### config.mk
export PLATFORM = sky130hd
export DESIGN_NAME = zx_ports
export DESIGN_NICKNAME = d
export VERILOG_FILES = /design/src/source/zx_ports_pkg.sv /design/src/source/zx_bus_strobe.sv /design/src/source/zx_paging_regs.sv /design/src/source/zx_port_readback.sv /design/src/source/zx_ports.sv /design/src/source/zx_system_regs.sv
export VERILOG_INCLUDE_DIRS = /design/src /design/src/source
export SDC_FILE = /design/constraint.sdc
export NUM_CORES = 1
export LEC_CHECK = 0
export BUFFER_PORTS_ARGS = -buffer_cell sky130_fd_sc_hd__buf_2
export CORE_UTILIZATION = 51
export CTS_BUF_LIST = sky130_fd_sc_hd__clkbuf_16
export DETAILED_ROUTE_END_ITERATION = 12
export GPL_TIMING_DRIVEN = 0
export HOLD_SLACK_MARGIN = 0.03
export PLACE_DENSITY = 0.81
export SLEW_MARGIN = 0
export SYNTH_ARGS = -nofsm -noshare
export SYNTH_HDL_FRONTEND = slang
export SYNTH_SLANG_ARGS = --single-unit
### constraint.sdc
create_clock -name fclk -period 2.2 [get_ports fclk]
set_clock_uncertainty 0.2 [all_clocks]
set_input_delay 0 -clock fclk [delete_from_list [all_inputs] [get_ports fclk]]
set_output_delay 0 -clock fclk [all_outputs]
set_load 0.02 [all_outputs]
### src/source/zx_ports_settings.svh
/*
 port numbers are the low address byte only, upper bits decoded per port
 BD sub-addresses come from a[12:8]
*/
`ifndef ZX_PORTS_SETTINGS_SVH
`define ZX_PORTS_SETTINGS_SVH

//////////////////////////////////////////////////
// port low bytes
//////////////////////////////////////////////////
`define ZXP_PORT_FE 8'hFE // border, beeper, keys
`define ZXP_PORT_F6 8'hF6 // FE alias
`define ZXP_PORT_FC 8'hFC // aliases both FE and 7FFD
`define ZXP_PORT_FD 8'hFD // 7FFD
`define ZXP_PORT_F7 8'hF7 // EFF7
`define ZXP_PORT_BF 8'hBF // config
`define ZXP_PORT_BE 8'hBE // nmi end, config read
`define ZXP_PORT_BD 8'hBD // config read and write
`define ZXP_PORT_3B 8'h3B // ulaplus
`define ZXP_PORT_1F 8'h1F // kempston

// BD/BE sub-addresses
`define ZXP_BD_P7FFD   5'h0A
`define ZXP_BD_PEFF7   5'h0B
`define ZXP_BD_BORDER  5'h0F
`define ZXP_BD_LOBRK   5'h10
`define ZXP_BD_HIBRK   5'h11
`define ZXP_BD_FDDMASK 5'h13

// reset values
`define ZXP_RST_P7FFD   8'h00
`define ZXP_RST_PEFF7   8'h00
`define ZXP_RST_BORDER  4'h0
`define ZXP_RST_BRKADDR 16'h0000
`define ZXP_RST_FDDMASK 4'h0

`define ZXP_IDLE_READ 8'hFF // floating bus

`endif

### src/source/zx_ports_pkg.sv
/*
 shared types of the port block
 struct field order is the bit order seen by the testbench
*/
package zx_ports_pkg;

	typedef logic [15:0] zaddr_t;    // z80 address
	typedef logic [7:0]  zdata_t;    // z80 data byte
	typedef logic [4:0]  bd_sel_t;   // a[12:8] of BD/BE
	typedef logic [5:0]  page_t;     // 1M page number
	typedef logic [3:0]  border_t;   // border colour
	typedef logic [5:0]  pal_addr_t; // ulaplus palette index

	// one-cycle write strobes
	typedef struct packed {
		logic fe;
		logic p7ffd;
		logic peff7;
		logic bf;
		logic be;
		logic bd;
		logic up_reg;  // 0xBF3B
		logic up_data; // 0xFF3B
	} port_wr_t;

	// raw paging bytes, unmasked
	typedef struct packed {
		zdata_t p7ffd;
		zdata_t peff7;
	} paging_t;

	typedef struct packed {
		logic    shadow_en;
		logic    romrw_en;
		logic    fntw_en;
		logic    set_nmi;
		logic    brk_ena;
		border_t border;
		zaddr_t  brk_addr;
		logic [3:0] fdd_mask;
		zdata_t  up_last; // last ulaplus data write
	} sys_cfg_t;

	typedef enum logic {
		UP_GROUP_PALETTE = 1'b0,
		UP_GROUP_MODE    = 1'b1
	} up_group_e;

endpackage

### src/source/zx_bus_strobe.sv
/*
 bus levels must be stable at the zpos sampling edge
 one strobe per io write cycle, a and din held until the register loads
*/
`timescale 1ns/100ps
`include "zx_ports_settings.svh"

module zx_bus_strobe import zx_ports_pkg::*;
(
	input  logic     fclk,
	input  logic     rst_n,
	input  logic     zpos,
	input  zaddr_t   a,
	input  logic     iorq_n,
	input  logic     wr_n,
	input  logic     shadow,
	output port_wr_t port_wr
);

	logic     iowr_s; // io write seen at zpos
	logic     iowr_d; // previous sample
	logic     wr_evt;
	logic [7:0] loa;
	port_wr_t dec;

	assign loa = a[7:0];

	//////////////////////////////////////////////////
	// write edge detect
	//////////////////////////////////////////////////
	always_ff @(posedge fclk or negedge rst_n)
	begin
		if (!rst_n)
		begin
			iowr_s <= 1'b0;
			iowr_d <= 1'b0;
		end
		else
		begin
			if (zpos)
				iowr_s <= ~(iorq_n | wr_n);
			iowr_d <= iowr_s; // every fclk
		end
	end

	assign wr_evt = iowr_s & ~iowr_d; // high for one fclk only

	// port select from low byte
	always_comb
	begin
		dec.fe      = (loa == `ZXP_PORT_FE) || (loa == `ZXP_PORT_F6) || (loa == `ZXP_PORT_FC);
		dec.p7ffd   = ((loa == `ZXP_PORT_FD) || (loa == `ZXP_PORT_FC)) && !a[15];
		dec.peff7   = (loa == `ZXP_PORT_F7) && a[8] && !a[12] && !shadow; // EFF7 gone in shadow
		dec.bf      = (loa == `ZXP_PORT_BF);
		dec.be      = (loa == `ZXP_PORT_BE);
		dec.bd      = (loa == `ZXP_PORT_BD);
		dec.up_reg  = (loa == `ZXP_PORT_3B) && !a[14];
		dec.up_data = (loa == `ZXP_PORT_3B) && a[14];
	end

	always_ff @(posedge fclk or negedge rst_n)
	begin
		if (!rst_n)
			port_wr <= '0;
		else
			port_wr <= wr_evt ? dec : '0;
	end

	// FC hits FE and 7FFD together by design, so that pair counts as one
	a_strobe_onehot: assert property (@(posedge fclk) disable iff (!rst_n)
		$onehot0({port_wr.fe | port_wr.p7ffd, port_wr.peff7, port_wr.bf, port_wr.be,
			port_wr.bd, port_wr.up_reg, port_wr.up_data}));

endmodule

### src/source/zx_paging_regs.sv
/*
 7FFD is frozen while 7FFD.5 and EFF7.2 are both set
 raw bytes go to BD read-back, masked bytes go to the memory pager
*/
`timescale 1ns/100ps
`include "zx_ports_settings.svh"

module zx_paging_regs import zx_ports_pkg::*;
(
	input  logic     fclk,
	input  logic     rst_n,
	input  zdata_t   din,
	input  port_wr_t port_wr,
	output paging_t  paging,
	output zdata_t   p7ffd,
	output zdata_t   peff7,
	output page_t    pent1m_page,
	output logic     pent1m_rom,
	output logic     pent1m_1m_on,
	output logic     pent1m_ram0_0
);

	zdata_t p7ffd_raw; // 2..0 page, 3 screen, 4 rom, 5 lock48, 7..6 1M page
	zdata_t peff7_raw; // 0 16c, 2 no 1M, 3 ram at 0000
	logic   block1m;
	logic   lock;

	assign block1m = peff7_raw[2];
	assign lock    = p7ffd_raw[5] & block1m; // 48K lock only in 128K mode

	always_ff @(posedge fclk or negedge rst_n)
	begin
		if (!rst_n)
			p7ffd_raw <= `ZXP_RST_P7FFD;
		else if (port_wr.p7ffd && !lock)
			p7ffd_raw <= din;
	end

	always_ff @(posedge fclk or negedge rst_n)
	begin
		if (!rst_n)
			peff7_raw <= `ZXP_RST_PEFF7;
		else if (port_wr.peff7) // shadow already decoded
			peff7_raw <= din;
	end

	//////////////////////////////////////////////////
	// pager view
	//////////////////////////////////////////////////
	assign p7ffd = {(block1m ? 3'b000 : p7ffd_raw[7:5]), p7ffd_raw[4:0]};
	assign peff7 = block1m ?
		{peff7_raw[7], 1'b0, peff7_raw[5], peff7_raw[4], 3'b000, peff7_raw[0]} : peff7_raw;

	assign pent1m_page   = {p7ffd_raw[7:5], p7ffd_raw[2:0]};
	assign pent1m_rom    = p7ffd_raw[4];
	assign pent1m_1m_on  = ~block1m;
	assign pent1m_ram0_0 = peff7_raw[3];

	assign paging.p7ffd = p7ffd_raw; // unmasked for read-back
	assign paging.peff7 = peff7_raw;

	// lock must hold against any 7FFD strobe
	a_lock_holds: assert property (@(posedge fclk) disable iff (!rst_n)
		lock |=> $stable(p7ffd_raw));

endmodule

### src/source/zx_port_readback.sv
/*
 purely combinational, dout valid as soon as a settles
 F7 and 1F vanish from the port map in shadow mode
*/
`timescale 1ns/100ps
`include "zx_ports_settings.svh"

module zx_port_readback import zx_ports_pkg::*;
(
	input  zaddr_t     a,
	input  logic       iorq_n,
	input  logic       rd_n,
	input  logic       shadow,
	input  logic [4:0] keys_in,
	input  logic [4:0] kj_in,
	input  logic       tape_read,
	input  paging_t    paging,
	input  sys_cfg_t   cfg,
	output zdata_t     dout,
	output logic       porthit,
	output logic       dataout
);

	logic [7:0] loa;
	bd_sel_t    bd_sel;
	zdata_t     bd_mux;

	assign loa    = a[7:0];
	assign bd_sel = a[12:8];

	always_comb
	begin
		porthit = (loa == `ZXP_PORT_FE) || (loa == `ZXP_PORT_F6) ||
			(loa == `ZXP_PORT_FC) || (loa == `ZXP_PORT_FD) ||
			(loa == `ZXP_PORT_BF) || (loa == `ZXP_PORT_BE) ||
			(loa == `ZXP_PORT_BD) || (loa == `ZXP_PORT_3B) ||
			(((loa == `ZXP_PORT_F7) || (loa == `ZXP_PORT_1F)) && !shadow);
	end

	assign dataout = porthit & ~iorq_n & ~rd_n; // drive z80 data bus

	//////////////////////////////////////////////////
	// BD/BE sub-address mux
	//////////////////////////////////////////////////
	always_comb
	begin
		case (bd_sel)
			`ZXP_BD_P7FFD:   bd_mux = paging.p7ffd;
			`ZXP_BD_PEFF7:   bd_mux = paging.peff7;
			`ZXP_BD_BORDER:  bd_mux = {4'h0, cfg.border};
			`ZXP_BD_LOBRK:   bd_mux = cfg.brk_addr[7:0];
			`ZXP_BD_HIBRK:   bd_mux = cfg.brk_addr[15:8];
			`ZXP_BD_FDDMASK: bd_mux = {4'h0, cfg.fdd_mask};
			default:         bd_mux = `ZXP_IDLE_READ;
		endcase
	end

	always_comb
	begin
		case (loa)
			`ZXP_PORT_FE, `ZXP_PORT_F6:
				dout = {1'b1, tape_read, 1'b0, keys_in};
			`ZXP_PORT_1F:
				dout = shadow ? `ZXP_IDLE_READ : {3'b000, kj_in}; // kempston
			`ZXP_PORT_BF:
				dout = {3'b000, cfg.brk_ena, cfg.set_nmi, cfg.fntw_en,
					cfg.romrw_en, cfg.shadow_en};
			`ZXP_PORT_BD, `ZXP_PORT_BE:
				dout = bd_mux;
			`ZXP_PORT_3B:
				dout = cfg.up_last;
			default:
				dout = `ZXP_IDLE_READ; // incl. F7 and FC reads
		endcase
	end

endmodule

### src/source/zx_ports.sv
/*
 fclk-domain port block, bus levels sampled on zpos
 shadow is dos or BF bit0
*/
`timescale 1ns/100ps

module zx_ports import zx_ports_pkg::*;
(
	input  logic       fclk,
	input  logic       rst_n,
	input  logic       zpos,
	input  zaddr_t     a,
	input  zdata_t     din,
	input  logic       iorq_n,
	input  logic       rd_n,
	input  logic       wr_n,
	input  logic       dos,
	input  logic [4:0] keys_in,
	input  logic [4:0] kj_in,
	input  logic       tape_read,
	output zdata_t     dout,
	output logic       porthit,
	output logic       dataout,
	output logic       shadow,
	output zdata_t     p7ffd,
	output zdata_t     peff7,
	output page_t      pent1m_page,
	output logic       pent1m_rom,
	output logic       pent1m_1m_on,
	output logic       pent1m_ram0_0,
	output border_t    border,
	output logic       romrw_en,
	output logic       fntw_en,
	output logic       set_nmi,
	output logic       brk_ena,
	output zaddr_t     brk_addr,
	output logic [3:0] fdd_mask,
	output logic       beeper_wr,
	output logic       clr_nmi,
	output logic       up_ena,
	output pal_addr_t  up_paladdr,
	output zdata_t     up_paldata,
	output logic       up_palwr
);

	port_wr_t port_wr;
	paging_t  paging;
	sys_cfg_t cfg;

	zx_bus_strobe i_strobe (.fclk, .rst_n, .zpos, .a, .iorq_n, .wr_n, .shadow, .port_wr);

	zx_paging_regs i_paging (.fclk, .rst_n, .din, .port_wr, .paging, .p7ffd, .peff7,
		.pent1m_page, .pent1m_rom, .pent1m_1m_on, .pent1m_ram0_0);

	zx_system_regs i_sys (.fclk, .rst_n, .a, .din, .dos, .port_wr, .cfg, .shadow, .border,
		.romrw_en, .fntw_en, .set_nmi, .brk_ena, .brk_addr, .fdd_mask, .beeper_wr,
		.clr_nmi, .up_ena, .up_paladdr, .up_paldata, .up_palwr);

	zx_port_readback i_rdback (.a, .iorq_n, .rd_n, .shadow, .keys_in, .kj_in, .tape_read,
		.paging, .cfg, .dout, .porthit, .dataout);

endmodule

### src/source/zx_system_regs.sv
/*
 a and din must still be valid in the strobe cycle
 ulaplus palette data is passed straight from din with the strobe
*/
`timescale 1ns/100ps
`include "zx_ports_settings.svh"

module zx_system_regs import zx_ports_pkg::*;
(
	input  logic       fclk,
	input  logic       rst_n,
	input  zaddr_t     a,
	input  zdata_t     din,
	input  logic       dos,
	input  port_wr_t   port_wr,
	output sys_cfg_t   cfg,
	output logic       shadow,
	output border_t    border,
	output logic       romrw_en,
	output logic       fntw_en,
	output logic       set_nmi,
	output logic       brk_ena,
	output zaddr_t     brk_addr,
	output logic [3:0] fdd_mask,
	output logic       beeper_wr,
	output logic       clr_nmi,
	output logic       up_ena,
	output pal_addr_t  up_paladdr,
	output zdata_t     up_paldata,
	output logic       up_palwr
);

	logic      shadow_en;
	bd_sel_t   bd_sel;
	up_group_e up_group;
	zdata_t    up_last;

	assign bd_sel = a[12:8];
	assign shadow = dos | shadow_en;

	//////////////////////////////////////////////////
	// BF, FE, BD writes
	//////////////////////////////////////////////////
	always_ff @(posedge fclk or negedge rst_n)
	begin
		if (!rst_n)
		begin
			{brk_ena, set_nmi, fntw_en, romrw_en, shadow_en} <= 5'b00000;
			border   <= `ZXP_RST_BORDER;
			brk_addr <= `ZXP_RST_BRKADDR;
			fdd_mask <= `ZXP_RST_FDDMASK;
		end
		else
		begin
			if (port_wr.bf)
				{brk_ena, set_nmi, fntw_en, romrw_en, shadow_en} <= din[4:0];
			if (port_wr.fe)
				border <= {~a[3], din[2:0]}; // bright from a3
			if (port_wr.bd && (bd_sel == `ZXP_BD_LOBRK || bd_sel == `ZXP_BD_HIBRK))
			begin
				if (a[8])
					brk_addr[15:8] <= din;
				else
					brk_addr[7:0] <= din;
			end
			if (port_wr.bd && bd_sel == `ZXP_BD_FDDMASK)
				fdd_mask <= din[3:0];
		end
	end

	//////////////////////////////////////////////////
	// ulaplus
	//////////////////////////////////////////////////
	always_ff @(posedge fclk or negedge rst_n)
	begin
		if (!rst_n)
		begin
			up_group <= UP_GROUP_PALETTE;
			up_ena   <= 1'b0;
		end
		else
		begin
			if (port_wr.up_reg && din[7:6] == 2'b01)
				up_group <= UP_GROUP_MODE;
			else if (port_wr.up_reg && din[7:6] == 2'b00)
				up_group <= UP_GROUP_PALETTE;
			if (port_wr.up_data && up_group == UP_GROUP_MODE)
				up_ena <= din[0];
		end
	end

	always_ff @(posedge fclk)
	begin
		if (port_wr.up_reg && din[7:6] == 2'b00)
			up_paladdr <= din[5:0];
		if (port_wr.up_data)
			up_last <= din; // read back on 3B
	end

	assign up_palwr   = port_wr.up_data && (up_group == UP_GROUP_PALETTE);
	assign up_paldata = {din[4:2], din[7:5], din[1:0]}; // G3R3B2 -> R3G3B2

	assign beeper_wr = port_wr.fe && (a[7:0] == `ZXP_PORT_FE); // not on the aliases
	assign clr_nmi   = port_wr.be;

	assign cfg = '{shadow_en: shadow_en, romrw_en: romrw_en, fntw_en: fntw_en,
		set_nmi: set_nmi, brk_ena: brk_ena, border: border, brk_addr: brk_addr,
		fdd_mask: fdd_mask, up_last: up_last};

	// border only moves on an FE strobe from the bus front end
	a_border_on_fe: assert property (@(posedge fclk) disable iff (!rst_n)
		!port_wr.fe |=> $stable(border));

endmodule

==> flow_metrics.py <==
metrics = {
    "outcome": {
        "outcome": "completed",
    },
    "clock_tree": {
        "cts_tree": "done",
        "clockBufferDepth": 2,
        "insertion_delay_ns": 0.34,
        "cts_root_buf": "clkbuf_16",
        "post-cts-setup-buffers": 0,
        "htree_num_levels": 3,
        "path_clk_slew_ns": 0.06,
        "numCtsBuffers": 9,
        "clkSinkCount": 71,
    },
    "place": {
        "gp_congestion": 0.9128,
        "port_buffers": 119,
        "hpwlAfterDp_mm": 6.765,
    },
    "global_routing": {
        "grt_max_degree": 58,
        "antenna_found_initial": 0,
        "grt_use_total_pct": 28.31,
        "grt_pass1_wl_mm": 15.82,
        "grt_pass1_vias": 3030,
        "grt-ovfl-total": 0,
    },
    "synthesis": {
        "muxShareOfSynthArea_pct": 16.43,
        "ys_types": 49,
        "yosys_register_bits": 71,
        "synth_fa_ha_area_share_pct": 0,
        "syn_avg_cell_area_sq_um": 12.05,
        "netlist_instances": 309,
        "synth_compound_gate_area_share_pct": 9.674,
        "synth.cell_area_sq_um": 3725,
        "synthSimpleGateAreaFrac_pct": 12.63,
        "yosysWarnings": 0,
        "mappedNetlistNets": 351,
        "synth_xor_area_share_pct": 0.4703,
        "seq_area_frac_synth_pct": 49.58,
        "synth_top_family_by_area": "multiplexers",
    },
    "finish": {
        "syn_to_final_growth_pct": 37.25,
        "layout_commonest_cell": "buf_2",
        "multi_input_area_sq_um": 1473,
        "final-seq-area_sq_um": 1847,
        "nets": 510,
        "fillers": 500,
        "final_cell_mix": "buf_2 (119), dfrtp_1 (57), buf_4 (51)",
        "antenna_cells": 0,
        "drive_gt1_share_pct": 52.43,
    },
    "floorplan": {
        "initial_core_util_pct": 53.93,
        "row_count": 30,
        "die_w_microns": 87.46,
        "core-area_sq_um": 6907,
        "io_pins": 124,
        "die_h_microns": 87.46,
        "die-area_sq_um": 7649,
    },
    "worst_setup_path": {
        "startpoint_type": "flip-flop",
        "endpoint_kind": "primary output",
        "slowest_delay_ns": 0.41,
        "arrival_ns": 1.92,
        "cp_top_family": "buffers and inverters",
        "cp_slowest_cell": "clkbuf_1",
        "crit_buf_inv": 2,
        "cp_max_fo": 9,
        "r2r_slack_ns": 0.12,
        "r2r-start": "i_paging.peff7_raw[2]",
        "criticalPathCategory": "flip-flop to primary output",
        "reg2reg_depth": 3,
        "cp.required_ns": 2.00,
        "critical_path.cell_chain": "clkbuf_1, mux2i_1, o22a_1, a31o_2, nand4_1, buf_2",
        "timing.rr.end": "i_paging.p7ffd_raw[5]",
    },
    "routing": {
        "routed_via_density": 5.583,
        "wl_per_cell_microns": 17.75,
        "dr.pass1.iters": 5,
        "vias": 3177,
        "drc": 0,
        "wl_mm": 10.10,
        "drt-initial-drc-count": 213,
        "ant_nets": 0,
    },
    "sta": {
        "hold_viol": 0,
        "tightest_slew_ns": 0.9442,
        "fin_crit_sh_pct": 96.31,
        "fmax_mhz": 472.0,
        "holdWs_ns": 0.05488,
        "drv_slew": 0,
        "rsz0062_at_grt": "no",
        "setup_tns_ns": 0,
        "setup_viol": 0,
        "slew_headroom_pct": 36.53,
        "layout_min_cycle_time_ns": 2.119,
    },
    "hold_path": {
        "holdPathStages": 3,
        "hp-class": "input pin to primary output",
        "hold_end": "dataout",
        "hold_start": "rd_n",
    },
    "power_and_ir_drop": {
        "max-vdd-ir-drop_mv": 0.4796,
        "leakagePower_nw": 2.570,
        "pwr_density_cell_nw_per_um2": 678.0,
    },
    "job": {
        "cap_viol_max_count": 0,
    },
}
==> through the flow <==
step | util (%) | instance area, sq um | power [W] | worst slack, ns | cells
2_1_floorplan | - | 3725 | 0.001529 | 0.5267 | 309
3_3_place_gp | 64.29 | 4441 | 0.001652 | 0.1730 | 524
3_5_place_dp | 64.29 | 4441 | 0.001658 | 0.1434 | 524
4_1_cts | 73.86 | 5101 | 0.003458 | 0.07408 | 569
5_1_grt | 74.02 | 5112 | 0.003556 | 0.004134 | 569
6_report | 74.02 | 5112 | 0.003466 | 0.08121 | 569
==> report_power, final <==
group | switching (W) | internal (W) | total, W
clock network | 0.000571 | 0.00123 | 0.00180
logic | 0.000167 | 0.000131 | 0.000297
registers | 0.0000144 | 0.00136 | 0.00137
==> registers in the layout (all words and copies together) (netlist names), 4 cells and up <==
register,count
i_sys.brk_addr,16
i_sys.fdd_mask,4
i_sys.border,4
i_sys.up_paladdr,6
i_strobe.port_wr,8
i_paging.p7ffd_raw,8
i_paging.peff7_raw,8
i_sys.up_last,8
==> Yosys cell counts (all sizes together) <==
cell	number	area share [%]
nor4bb	1	0.27
nor4	4	1.0
nand3	6	0.81
or3	3	0.64
o21ai	4	0.54
nand2	14	1.6
and4b	3	0.81
mux2	46	14
nor3b	4	1.2
o311ai	1	0.44
conb	1	0.10
a21boi	1	0.20
edfxtp	14	11
nor3	4	0.54
a211o	1	0.24
dfrtp	57	38
mux2i	9	2.4
nand2b	2	0.34
o21bai	1	0.20
nor2	10	1.0
inv	2	0.20
a22oi	23	4.6
and4	1	0.24
o21a	1	0.20
nand4b	1	0.24
and3	1	0.17
and2	2	0.34
xor2	2	0.47
o22a	4	0.94
a31o	7	1.6
a21oi	2	0.27
or4b	1	0.27
a31oi	1	0.17
nor4b	1	0.24
buf	52	11
nor2b	9	1.5
a211oi	1	0.20
clkbuf	4	0.40
nand3b	1	0.20
nand4	6	1.0
or2	1	0.17
==> cells by family after synthesis <==
family,count (synthesis)
compound gates,47
xor+xnor,2
buf+inv,58
flops,71
mux,55
other cells,1
simple gates,75
==> worst max path at each step <==
stage	from	to	slack, ns	depth (start not counted)
finish	i_paging.peff7_raw[2]	dout[2]	0.08	6
global route	a[2]	dout[2]	0.004	7
CTS	a[0]	i_strobe.port_wr[0]	0.07	7
detailed placement	i_paging.peff7_raw[2]	i_paging.p7ffd_raw[5]	0.14	3
global placement	i_paging.peff7_raw[2]	i_paging.p7ffd_raw[3]	0.17	3
floorplan	i_paging.peff7_raw[2]	i_paging.p7ffd_raw[0]	0.53	3
==> worst min-delay path: stages <==
cell,delay [ns]
buf_2,0.08
a211oi_1,0.03
buf_2,0.15
==> repair_timing <==
item | 4_1_cts | 5_1_grt
endpoints found under the setup margin | 0 | 8
endpoints found under the hold margin | 127 | 0
hold buffers | 29 | 0
resized for setup | 0 | 1
==> layout make-up <==
cell class / instances / share of cell area, %
Sequential cell: 71 / 36.12
Tap cell: 96 / 2.349
Inverter: 2 / 0.1468
Multi-Input combinational cell: 180 / 28.81
Buffer: 56 / 7.954
Clock inverter: 7 / 2.839
Clock buffer: 9 / 4.405
Timing Repair Buffer: 148 / 17.38
==> per-layer routing <==
metal  vias up  global-route usage (%)  part of all wire, %
met1      1558                   36.69                   41
li1       1433                       -                    -
met5         -                       0                    0
met3        24                   4.550                  6.7
met4         0                   11.77                  2.3
met2       162                   47.23                   50
(Power assumes the default switching activity.)
